===== config.mk =====
export PLATFORM = sky130hd
export DESIGN_NAME = decode_stage_flat
export DESIGN_NICKNAME = d
export VERILOG_FILES = /design/src/design/rv_pkg.sv /design/src/design/dec_if.sv /design/src/design/decoder.sv /design/src/design/decode_stage.sv /design/src/flat_wrapper.sv
export SDC_FILE = /design/constraint.sdc
export NUM_CORES = 1
export LEC_CHECK = 0
export BUFFER_PORTS_ARGS = -buffer_cell sky130_fd_sc_hd__buf_2
export CAP_MARGIN = 30
export CELL_PAD_IN_SITES_DETAIL_PLACEMENT = 1
export CELL_PAD_IN_SITES_GLOBAL_PLACEMENT = 1
export CORE_MARGIN = 8
export CORE_UTILIZATION = 35
export CTS_CLUSTER_DIAMETER = 150
export CTS_CLUSTER_SIZE = 24
export DETAILED_ROUTE_END_ITERATION = 8
export HOLD_SLACK_MARGIN = 0.12
export PLACE_DENSITY = 0.84
export REMOVE_ABC_BUFFERS = 1
export SLEW_MARGIN = 20
export SYNTH_ARGS = -nofsm -noshare
export SYNTH_HDL_FRONTEND = slang
export SYNTH_SLANG_ARGS = --single-unit
export TNS_END_PERCENT = 100

===== constraint.sdc =====
create_clock -name clk -period 3.9 [get_ports clk]
set_input_delay 0.78 -clock clk [delete_from_list [all_inputs] [get_ports clk]]
set_output_delay 0.78 -clock clk [all_outputs]
set_load 0.1 [all_outputs]

===== src/design/rv_pkg.sv =====
`default_nettype none

package rv_pkg;

    parameter int XLEN = 64;

    // Major opcodes, instr[6:0].
    typedef enum logic [6:0] {
        F7_ALUI   = 7'b0010011,
        F7_ALU    = 7'b0110011,
        F7_ALUIW  = 7'b0011011,
        F7_ALUW   = 7'b0111011,
        F7_LUI    = 7'b0110111,
        F7_JAL    = 7'b1101111,
        F7_BRANCH = 7'b1100011,
        F7_LD     = 7'b0000011,
        F7_SD     = 7'b0100011,
        F7_AUIPC  = 7'b0010111,
        F7_JALR   = 7'b1100111
    } opcode_t;

    // funct7 values of register-register ops.
    parameter logic [6:0] F7_FIRST_ADD = 7'b0000000;
    parameter logic [6:0] F7_FIRST_SUB = 7'b0100000;
    parameter logic [6:0] F7_FIRST_MUL = 7'b0000001;

    typedef enum logic [3:0] {
        ALUI,
        ALU,
        ALUIW,
        ALUW,
        LUI,
        JAL,
        BR_SET,     // Taken when the ALU flag is set.
        BR_CLR,     // Taken when the ALU flag is clear.
        LD,
        SD,
        AUIPC,
        JALR
    } decode_op_t;

    typedef enum logic [4:0] {
        ADD,
        SUB,
        XOR,
        OR,
        AND,
        SLT,
        SLTU,
        SLL,
        SRL,
        SRA,
        MULT,
        DIV,
        DIVU,
        REM,
        REMU,
        CPYB,       // Passes operand b.
        COMPARE     // 1 when a == b.
    } alufunc_t;

endpackage

`default_nettype wire


===== src/design/dec_if.sv =====
`default_nettype none

interface dec_if #(
    parameter int XLEN = rv_pkg::XLEN
) ();

    logic                valid;
    logic                ready;
    rv_pkg::decode_op_t  op;
    rv_pkg::alufunc_t    alufunc;
    logic                regwrite;
    logic [4:0]          rs1;
    logic [4:0]          rs2;
    logic [4:0]          rd;
    logic [XLEN-1:0]     imm;
    logic [XLEN-1:0]     pc;

    modport source (
        output valid, op, alufunc, regwrite, rs1, rs2, rd, imm, pc,
        input  ready
    );

    modport sink (
        input  valid, op, alufunc, regwrite, rs1, rs2, rd, imm, pc,
        output ready
    );

endinterface

`default_nettype wire


===== src/design/decoder.sv =====
`default_nettype none

module decoder (
    input  logic [31:0]        instr,
    output rv_pkg::decode_op_t op,
    output rv_pkg::alufunc_t   alufunc,
    output logic               regwrite
);

    logic [2:0] funct3;
    logic [6:0] f7_first;

    assign funct3   = instr[14:12];
    assign f7_first = instr[31:25];

    // Immediate forms; bit 30 picks the arithmetic right shift.
    function automatic rv_pkg::alufunc_t imm_func(input logic [2:0] f3, input logic bit30);
        rv_pkg::alufunc_t f;
        case (f3)
            3'b000:  f = rv_pkg::ADD;
            3'b001:  f = rv_pkg::SLL;
            3'b010:  f = rv_pkg::SLT;
            3'b011:  f = rv_pkg::SLTU;
            3'b100:  f = rv_pkg::XOR;
            3'b101:  f = bit30 ? rv_pkg::SRA : rv_pkg::SRL;
            3'b110:  f = rv_pkg::OR;
            default: f = rv_pkg::AND;
        endcase
        return f;
    endfunction

    // Register forms, M extension selected by funct7.
    function automatic rv_pkg::alufunc_t reg_func(input logic [2:0] f3, input logic [6:0] f7);
        rv_pkg::alufunc_t f;
        logic             mul;
        logic             sub;
        mul = (f7 == rv_pkg::F7_FIRST_MUL);
        sub = (f7 == rv_pkg::F7_FIRST_SUB);
        case (f3)
            3'b000: begin
                if (mul)
                    f = rv_pkg::MULT;
                else if (sub)
                    f = rv_pkg::SUB;
                else
                    f = rv_pkg::ADD;
            end
            3'b001:  f = rv_pkg::SLL;
            3'b010:  f = rv_pkg::SLT;
            3'b011:  f = rv_pkg::SLTU;
            3'b100:  f = mul ? rv_pkg::DIV : rv_pkg::XOR;
            3'b101: begin
                if (mul)
                    f = rv_pkg::DIVU;
                else if (sub)
                    f = rv_pkg::SRA;
                else
                    f = rv_pkg::SRL;
            end
            3'b110:  f = mul ? rv_pkg::REM : rv_pkg::OR;
            default: f = mul ? rv_pkg::REMU : rv_pkg::AND;
        endcase
        return f;
    endfunction

    always_comb begin
        op       = rv_pkg::ALUI;
        alufunc  = rv_pkg::ADD;
        regwrite = 1'b1;
        case (instr[6:0])
            rv_pkg::F7_ALU: begin
                op      = rv_pkg::ALU;
                alufunc = reg_func(funct3, f7_first);
            end
            rv_pkg::F7_ALUIW: begin
                op      = rv_pkg::ALUIW;
                alufunc = imm_func(funct3, instr[30]);
            end
            rv_pkg::F7_ALUW: begin
                op      = rv_pkg::ALUW;
                alufunc = reg_func(funct3, f7_first);
            end
            rv_pkg::F7_LUI: begin
                op      = rv_pkg::LUI;
                alufunc = rv_pkg::CPYB;
            end
            rv_pkg::F7_JAL:   op = rv_pkg::JAL;
            rv_pkg::F7_BRANCH: begin
                regwrite = 1'b0;
                // Odd funct3 inverts the sense of the test.
                op = funct3[0] ? rv_pkg::BR_CLR : rv_pkg::BR_SET;
                case (funct3[2:1])
                    2'b10:   alufunc = rv_pkg::SLT;
                    2'b11:   alufunc = rv_pkg::SLTU;
                    default: alufunc = rv_pkg::COMPARE;
                endcase
            end
            rv_pkg::F7_LD:    op = rv_pkg::LD;
            rv_pkg::F7_SD: begin
                op       = rv_pkg::SD;
                regwrite = 1'b0;
            end
            rv_pkg::F7_AUIPC: op = rv_pkg::AUIPC;
            rv_pkg::F7_JALR:  op = rv_pkg::JALR;
            default:          alufunc = imm_func(funct3, instr[30]);  // ALUI and unknown.
        endcase
    end

endmodule

`default_nettype wire


===== src/design/decode_stage.sv =====
`default_nettype none

module decode_stage #(
    parameter int XLEN = rv_pkg::XLEN
) (
    input  logic             clk,
    input  logic             rst_n,
    input  logic             in_valid,
    output logic             in_ready,
    input  logic [31:0]      in_instr,
    input  logic [XLEN-1:0]  in_pc,
    dec_if.source            dec
);

    rv_pkg::decode_op_t op;
    rv_pkg::alufunc_t   alufunc;
    logic               regwrite;
    logic [XLEN-1:0]    imm;
    logic               ready_en;
    logic               take;

    decoder u_decoder (
        .instr    (in_instr),
        .op       (op),
        .alufunc  (alufunc),
        .regwrite (regwrite)
    );

    always_comb begin
        case (in_instr[6:0])
            rv_pkg::F7_SD:
                imm = {{(XLEN-12){in_instr[31]}}, in_instr[31:25], in_instr[11:7]};
            rv_pkg::F7_BRANCH:
                imm = {{(XLEN-13){in_instr[31]}}, in_instr[31], in_instr[7],
                       in_instr[30:25], in_instr[11:8], 1'b0};
            rv_pkg::F7_LUI, rv_pkg::F7_AUIPC:
                imm = {{(XLEN-32){in_instr[31]}}, in_instr[31:12], 12'b0};
            rv_pkg::F7_JAL:
                imm = {{(XLEN-21){in_instr[31]}}, in_instr[31], in_instr[19:12],
                       in_instr[20], in_instr[30:21], 1'b0};
            default:
                imm = {{(XLEN-12){in_instr[31]}}, in_instr[31:20]};  // I-type.
        endcase
    end

    // Slot is free when empty or being drained this cycle.
    assign in_ready = ready_en && (!dec.valid || dec.ready);
    assign take     = in_valid && in_ready;

    always_ff @(posedge clk or negedge rst_n) begin
        if (!rst_n) begin
            ready_en  <= 1'b0;
            dec.valid <= 1'b0;
        end else begin
            ready_en <= 1'b1;   // Opens one clock after reset.
            if (take)
                dec.valid <= 1'b1;
            else if (dec.ready)
                dec.valid <= 1'b0;
        end
    end

    always_ff @(posedge clk) begin
        if (take) begin
            dec.op       <= op;
            dec.alufunc  <= alufunc;
            dec.regwrite <= regwrite;
            dec.rs1      <= in_instr[19:15];
            dec.rs2      <= in_instr[24:20];
            dec.rd       <= in_instr[11:7];
            dec.imm      <= imm;
            dec.pc       <= in_pc;
        end
    end

endmodule

`default_nettype wire


===== src/flat_wrapper.sv =====
// flat-port wrapper written by rule: the top's interface ports become plain ports
module decode_stage_flat 
#(
    parameter int XLEN = rv_pkg::XLEN
)
  (clk, rst_n, in_valid, in_ready, in_instr, in_pc, dec_valid, dec_op, dec_alufunc, dec_regwrite, dec_rs1, dec_rs2, dec_rd, dec_imm, dec_pc, dec_ready);
  dec_if #(.XLEN(XLEN)) dec_i ();
  input  logic clk;
  input  logic rst_n;
  input  logic in_valid;
  output logic in_ready;
  input  logic [31:0] in_instr;
  input  logic [XLEN-1:0] in_pc;
  output wire logic [$bits(dec_i.valid)-1:0] dec_valid;
  output wire logic [$bits(dec_i.op)-1:0] dec_op;
  output wire logic [$bits(dec_i.alufunc)-1:0] dec_alufunc;
  output wire logic [$bits(dec_i.regwrite)-1:0] dec_regwrite;
  output wire logic [$bits(dec_i.rs1)-1:0] dec_rs1;
  output wire logic [$bits(dec_i.rs2)-1:0] dec_rs2;
  output wire logic [$bits(dec_i.rd)-1:0] dec_rd;
  output wire logic [$bits(dec_i.imm)-1:0] dec_imm;
  output wire logic [$bits(dec_i.pc)-1:0] dec_pc;
  input wire logic [$bits(dec_i.ready)-1:0] dec_ready;
  assign dec_valid = dec_i.valid;
  assign dec_op = dec_i.op;
  assign dec_alufunc = dec_i.alufunc;
  assign dec_regwrite = dec_i.regwrite;
  assign dec_rs1 = dec_i.rs1;
  assign dec_rs2 = dec_i.rs2;
  assign dec_rd = dec_i.rd;
  assign dec_imm = dec_i.imm;
  assign dec_pc = dec_i.pc;
  assign dec_i.ready = dec_ready;
  decode_stage #(.XLEN(XLEN)) u_core (.clk(clk), .rst_n(rst_n), .in_valid(in_valid), .in_ready(in_ready), .in_instr(in_instr), .in_pc(in_pc), .dec(dec_i));
endmodule

==> results of run 1 <==
-- where the power goes --
part | internal [W] | switching, W
Combinational | 0.000109 | 0.000627
Clock | 0.00101 | 0.000564
Sequential | 0.00153 | 0.0000196
Total | 0.00264 | 0.00121
-- final timing paths --
check                                    endpoint  slack (ns)  depth (start not counted)
worst max-delay path                  dec_imm[39]        1.34                          1
worst min-delay path             u_core.dec.valid        0.15                          1
worst max register to register  u_core.dec.pc[56]        1.86                          5
worst min register to register   u_core.dec.valid        0.52                          2
max in group asynchronous         u_core.ready_en        3.64                          1
min in group clk                 u_core.dec.valid        0.52                          2
-- synthesized netlist by cell type, drive strengths merged (2+ instances only) --
cell	number	share of area
nand3b	4	0.0062
o21ai	7	0.0072
nor3	2	0.0021
a22oi	2	0.0031
o211ai	2	0.0031
or2	3	0.0039
a21oi	5	0.0051
o311ai	2	0.0036
dfrtp	2	0.010
and3	2	0.0028
nand3	3	0.0031
nor2	8	0.0077
nor3b	2	0.0031
o2111ai	2	0.0036
nor2b	7	0.0090
clkbuf	5	0.0039
inv	6	0.0046
a22o	4	0.0082
o31ai	3	0.0046
nor4b	4	0.010
a32oi	2	0.0036
buf	39	0.060
o221ai	2	0.0036
and2	4	0.0051
nand2b	5	0.0064
nand2	26	0.020
a21o	11	0.017
edfxtp	121	0.75
-- flip-flops by register name, summed over array words and instances, names as in the netlist --
register and flops:
u_core.dec.pc 64, u_core.dec.imm 32, u_core.dec.alufunc 5, u_core.dec.rd 5, u_core.dec.rs1 5, u_core.dec.rs2 5
u_core.dec.op 4, u_core.dec.regwrite 1, u_core.dec.valid 1, u_core.ready_en 1
-- layer usage --
layer,up-vias,share of wire,track usage
met1,1650,0.36,0.1692
met3,14,0.074,0.05722
met4,0,0.011,0.04866
met2,152,0.56,0.3186
li1,1573,-,-
met5,-,0,0
-- cells by family after synthesis --
family | Yosys count
flip-flops | 123
AO/OA/AOI/OAI | 48
multiplexers | 1
XOR/XNOR | 1
AND/OR/NAND/NOR | 78
other | 1
buffers and inverters | 50
-- stage by stage --
stage / setup slack [ns] / area (sq um) / hold slack [ns] / setup TNS, ns
after floorplan: -17.16 / 4551 / 0.4844 / -667.51
after global placement: 1.484 / 6077 / 0.4789 / 0
after detailed placement: 1.375 / 6077 / 0.5073 / 0
after CTS: 1.300 / 6678 / 0.1344 / 0
after global routing: 1.214 / 6678 / 0.1325 / 0
final: 1.342 / 6678 / 0.1531 / 0
-- final cells by class --
type	count	area (sq um)
fillers	1459	7042
inverters	6	25.02
multi-input cells	129	844.6
clock inverters	14	171.4
flip-flops and latches	123	3684
repair buffers	256	1299
well taps	180	225.2
clock buffers	18	429.2
==> flow_summary.json, run 1 <==
{
  "status": "complete, no violations",
  "final_common_cell": "buf_2",
  "max_freq_mhz": 391.0,
  "drc_errors": 0,
  "antenna_found_initial": 0,
  "grt_start_max_net_pins": 81,
  "avgRoutedWirePerCell_microns": 21.38,
  "clk-insertion-delay-late_ns": 0.41,
  "post-cts-setup-buffer-count": 0,
  "diodes": 0,
  "ios": 255,
  "finClkSkew_ns": 0.007120,
  "ys_ff_latch": 123,
  "syn_area_sq_um": 4862,
  "synth_compound_area_frac": 0.07488,
  "max_slew_margin": 0.5133,
  "cts_buffer_depth": 2,
  "die-width_microns": 133.9,
  "required_ns": 3.12,
  "num_rows": 43,
  "crit_slowest_cell": "edfxtp_1",
  "postLayoutCoreUtil": 0.4867,
  "layout-drive-gt1-share": 0.5586,
  "ir_drop_mv": 0.2761,
  "layout_common_cells": "buf_2 (254), edfxtp_1 (121), nand2_1 (26), clkbuf_16 (17), a21o_1 (11)",
  "synthFlopType": "edfxtp_1",
  "slowest_delay_ns": 0.80,
  "cp_top_family": "flip-flops",
  "syn_to_final_growth_pct": 37.34,
  "cts.clk_slew.worst_paths_ns": 0.06,
  "dpl.cell_count": 694,
  "track_usage": 0.1680,
  "dp_hpwl_microns": 12170,
  "postRouteAntennaNets": 0,
  "gp_congestion": 0.8250,
  "synth_top_family_by_area": "simple AND/OR/NAND/NOR gates",
  "rsz0062_at_grt": "false",
  "viasPerCell": 4.668,
  "crit_chain": "buf_2",
  "worst_ep_arrival_time_ns": 1.78,
  "cts_max_level": 4,
  "cts_sinks": 123,
  "async_flop_share": 0.01626,
  "cts_hold_buf": 0,
  "crit_type": "reg2out",
  "tritoncts": "done",
  "initial_core_util": 0.3544,
  "critPathMaxFanout": 33,
  "cts_resized": 0,
  "finalCritPeriodShare": 0.6558,
  "fin_cells": 726,
  "synthSimpleGateAreaFrac": 0.09315,
  "coreArea_sq_um": 13720,
  "start_kind": "flip-flop",
  "routed_wl_microns": 15520,
  "syn-instance-count": 302,
  "drv_cap": 0,
  "synth_fa_ha_area_frac": 0,
  "overflow": 0,
  "min_period_ns": 2.558,
  "crit-reg2reg-launch": "u_core.dec.valid",
  "synth_enable_flop_cells": 121,
  "synthXorXnorAreaFrac": 0.001801,
  "powerDensity_nw_per_um2": 576.7,
  "hold_violations": 0,
  "port_buffers": 254,
  "die-area_sq_um": 17920,
  "yosysUniqueCellTypes": 50,
  "nNetsFinal": 633,
  "p_leak_nw": 2.825,
  "finalSetupViolCount": 0,
  "worstMarginPinSlew_ns": 0.7273,
  "yosysSeqAreaShare": 0.7576,
  "totalPowerFinal_w": 0.003851,
  "finalMaxSlewViolations": 0,
  "cts-root-buf": "clkbuf_16",
  "dr.pass1.iters": 4,
  "grt_first_pass_wirelength_microns": 22510,
  "syn_avg_cell_area_sq_um": 16.10,
  "die_h_microns": 133.9,
  "grt_pass1_vias": 3591,
  "vias": 3389,
  "hold_path_class": "in2async",
  "critPathCaptureType": "output pin",
  "cts_made_buffers": 17,
  "ys_warn_count": 0,
  "crit_buf_inv": 1,
  "synthMuxAreaShare": 0.003088,
  "drt_iter0_drc": 250,
  "crit_path_start": "u_core.dec.imm[31]"
}
Power figures use the tool's default switching activity.
==> run 2, diff against run 1 <==
--- a/config.mk
+++ b/config.mk
@@ -5,17 +5,18 @@
 export SDC_FILE = /design/constraint.sdc
 export NUM_CORES = 1
 export LEC_CHECK = 0
+export ABC_AREA = 1
 export BUFFER_PORTS_ARGS = -buffer_cell sky130_fd_sc_hd__buf_2
 export CAP_MARGIN = 30
 export CELL_PAD_IN_SITES_DETAIL_PLACEMENT = 1
 export CELL_PAD_IN_SITES_GLOBAL_PLACEMENT = 1
 export CORE_MARGIN = 8
-export CORE_UTILIZATION = 35
+export CORE_UTILIZATION = 31
 export CTS_CLUSTER_DIAMETER = 150
 export CTS_CLUSTER_SIZE = 24
 export DETAILED_ROUTE_END_ITERATION = 8
 export HOLD_SLACK_MARGIN = 0.12
-export PLACE_DENSITY = 0.84
+export PLACE_DENSITY = 0.8
 export REMOVE_ABC_BUFFERS = 1
 export SLEW_MARGIN = 20
 export SYNTH_ARGS = -nofsm -noshare
==> constraint.sdc (replaced) <==
create_clock -name clk -period 2.2 [get_ports clk]
set_input_delay 0.44 -clock clk [delete_from_list [all_inputs] [get_ports clk]]
set_output_delay 0.44 -clock clk [all_outputs]
set_load 0.1 [all_outputs]
==> run 2 against run 1 <==
Effect of this change: sequential share of layout area hardly changed; critical path depth increased by 1; power is 73% higher; first-iteration DRC count down 38%; synthesized area decreased by 1.5%; wire length decreased by 2.8%; final cell count is 8.1% higher; setup slack worse by 1.1 ns; register-to-register slack got worse by 1.2 ns; cell area about the same; flip-flop and latch count stayed put; clock skew grew 0.0039 ns; highest routed layer unchanged.
==> flow_summary.json, run 2 <==
{
  "status": "complete, no violations",
  "worst_ep_arrival_time_ns": 1.48,
  "finalSetupViolCount": 0,
  "cts-root-buf": "clkbuf_16",
  "synth_enable_flop_cells": 121,
  "num_rows": 45,
  "cts_resized": 0,
  "grt_first_pass_wirelength_microns": 22560,
  "cts_buffer_depth": 2,
  "dr.pass1.iters": 4,
  "die-area_sq_um": 19680,
  "min_period_ns": 1.920,
  "layout_common_cells": "buf_2 (254), edfxtp_1 (121), nand2_1 (67), nor2_1 (32), inv_1 (25)",
  "reg2reg_slack_ns": 0.64,
  "ys_ff_latch": 123,
  "p_int_w": 0.004548,
  "tritoncts": "done",
  "p_sw_frac": 0.3183,
  "routed_wl_microns": 15090,
  "finalCritPeriodShare": 0.8725,
  "grt_start_max_net_pins": 67,
  "pwr-share-comb": 0.191,
  "max_slew_margin": 0.6514,
  "hold_violations": 0,
  "p_sw_w": 0.002123,
  "final_common_cell": "buf_2",
  "p_leak_nw": 2.980,
  "ff_latch_area_sq_um": 3684,
  "die_h_microns": 140.3,
  "port_buffers": 254,
  "critPathMaxFanout": 33,
  "required_ns": 1.76,
  "ios": 255,
  "syn_to_final_growth_pct": 39.34,
  "ir_drop_mv": 0.5288,
  "cts_max_level": 4,
  "die-width_microns": 140.3,
  "grt_pass1_vias": 3823,
  "finClkSkew_ns": 0.01099,
  "multiInputGateArea_sq_um": 734.5,
  "track_usage": 0.1510,
  "layout-drive-gt1-share": 0.5126,
  "reg_top3": "u_core.dec.pc: 64 flops, u_core.dec.imm: 32 flops",
  "largest_reg_flops": 64,
  "holdPathEnd": "u_core.dec.pc[12]",
  "max_freq_mhz": 520.9,
  "pwr-share-clk": 0.400,
  "synth_top_area_share": 0.7586,
  "async_flop_share": 0.01626,
  "coreArea_sq_um": 15150,
  "clk-insertion-delay-late_ns": 0.41,
  "yosysTopAreaCell": "edfxtp_1",
  "gp_congestion": 0.8699,
  "powerDensity_nw_per_um2": 999.5,
  "ys_warn_count": 0,
  "crit_type": "reg2out",
  "synthTopCellsByArea": "edfxtp_1 (76%), nand2_1 (5.3%), buf_4 (5.0%)",
  "antenna_found_initial": 0,
  "yosysUniqueCellTypes": 26,
  "start_kind": "flip-flop",
  "synthFlopType": "edfxtp_1",
  "r2r_end": "u_core.dec.rs1[1]",
  "vias": 3491,
  "initial_core_util": 0.3162,
  "crit-reg2reg-launch": "u_core.dec.valid",
  "holdPathStages": 1,
  "cts_made_buffers": 17,
  "hold_path_class": "in2reg",
  "syn-instance-count": 342,
  "drt_iter0_drc": 156,
  "avgRoutedWirePerCell_microns": 19.22,
  "yosysSeqAreaShare": 0.7691,
  "finalSetupTns_ns": 0,
  "syn_avg_cell_area_sq_um": 14.00,
  "syn_area_sq_um": 4790,
  "drc_errors": 0,
  "drv_cap": 0,
  "worstMarginPinSlew_ns": 0.5266,
  "synth_commonest_cells": "edfxtp_1 (121), nand2_1 (67), buf_4 (32), nor2_1 (32), inv_1 (25)",
  "overflow": 0,
  "reg2regPathDepth": 4,
  "worstHoldStart": "in_pc[12]",
  "fin_cells": 785,
  "whs_ns": 0.2019,
  "rsz0062_at_grt": "false",
  "critPathCaptureType": "output pin",
  "synth.most_common_cell": "edfxtp_1",
  "nFillCells": 1669,
  "finalMaxSlewViolations": 0,
  "seq_power_share": 0.409,
  "postRouteAntennaNets": 0,
  "dpl.cell_count": 752,
  "top_register": "u_core.dec.pc",
  "cts.clk_slew.worst_paths_ns": 0.06,
  "viasPerCell": 4.447,
  "diodes": 0,
  "dp_hpwl_microns": 12150,
  "post-cts-setup-buffer-count": 0,
  "cts_sinks": 123,
  "nNetsFinal": 684
}
[run 2: worst max-delay path, cell delays in order (launching register included)]
cell      delay (ns)
edfxtp_1        0.34
buf_4           0.25
buf_2           0.48
[run 2: stage by stage]
stage	power, W	setup slack, ns	instance area [sq um]	util
2_1_floorplan	0.003790	-18.52	4528	-
4_1_cts	0.006744	0.2249	6674	0.4406
3_5_place_dp	0.004055	0.3172	6087	0.4019
5_1_grt	0.006872	0.1933	6674	0.4406
6_report	0.006671	0.2804	6674	0.4406
3_3_place_gp	0.004033	0.4269	6087	0.4019
[run 2: worst max path at each step]
stage	startpoint	endpoint	slack, ns	cells after the start
3_3_place_gp	in_instr[3]	u_core.dec.imm[30]	0.43	7
5_1_grt	u_core.dec.imm[31]	dec_imm[61]	0.19	2
2_1_floorplan	u_core.dec.imm[31]	dec_imm[31]	-18.52	0
3_5_place_dp	in_instr[3]	u_core.dec.imm[29]	0.32	7
4_1_cts	u_core.dec.imm[31]	dec_imm[36]	0.22	2
6_report	u_core.dec.imm[31]	dec_imm[36]	0.28	2
[run 2: cell families (layout without fill, tap and decap cells)]
kind of cell           Yosys count  in the layout  synth area share
AOI/OAI and AO/OA               18             18           0.02116
buffers and inverters           65            320           0.07863
DFF                            123            123            0.7691
other                            1              1         0.0007829
and+or+nand+nor                135            135            0.1304
[run 2: area by class of cell]
type                       instances  share of cell area
timing repair buffer             258              0.1991
clock inverter                    14             0.02212
inverter                          30             0.01725
clock buffer                      18             0.06430
multi-input combinational        154              0.1100
sequential                       123              0.5519
tap                              188             0.03525
[run 2: timing repair]
action | in CTS | in global routing
endpoints found under the hold margin | 2 | 0
setup endpoints to repair | 0 | 0
hold buffers | 1 | 0
[run 2: layer usage]
metal,wire length [microns],global-route usage,up-vias
met2,8274,0.2827,169
met1,5417,0.1515,1665
met5,0,0,-
met4,230,0.05086,0
li1,-,-,1639
met3,1168,0.05403,18
[run 2: power groups by stage]
stage	Sequential [W]	Combinational (W)	Clock (W)
2_1_floorplan	0.00367	0.000122	0
3_3_place_gp	0.00277	0.00126	0
3_5_place_dp	0.00278	0.00128	0
4_1_cts	0.00273	0.00128	0.00273
5_1_grt	0.00274	0.00132	0.00282
6_report	0.00273	0.00127	0.00267
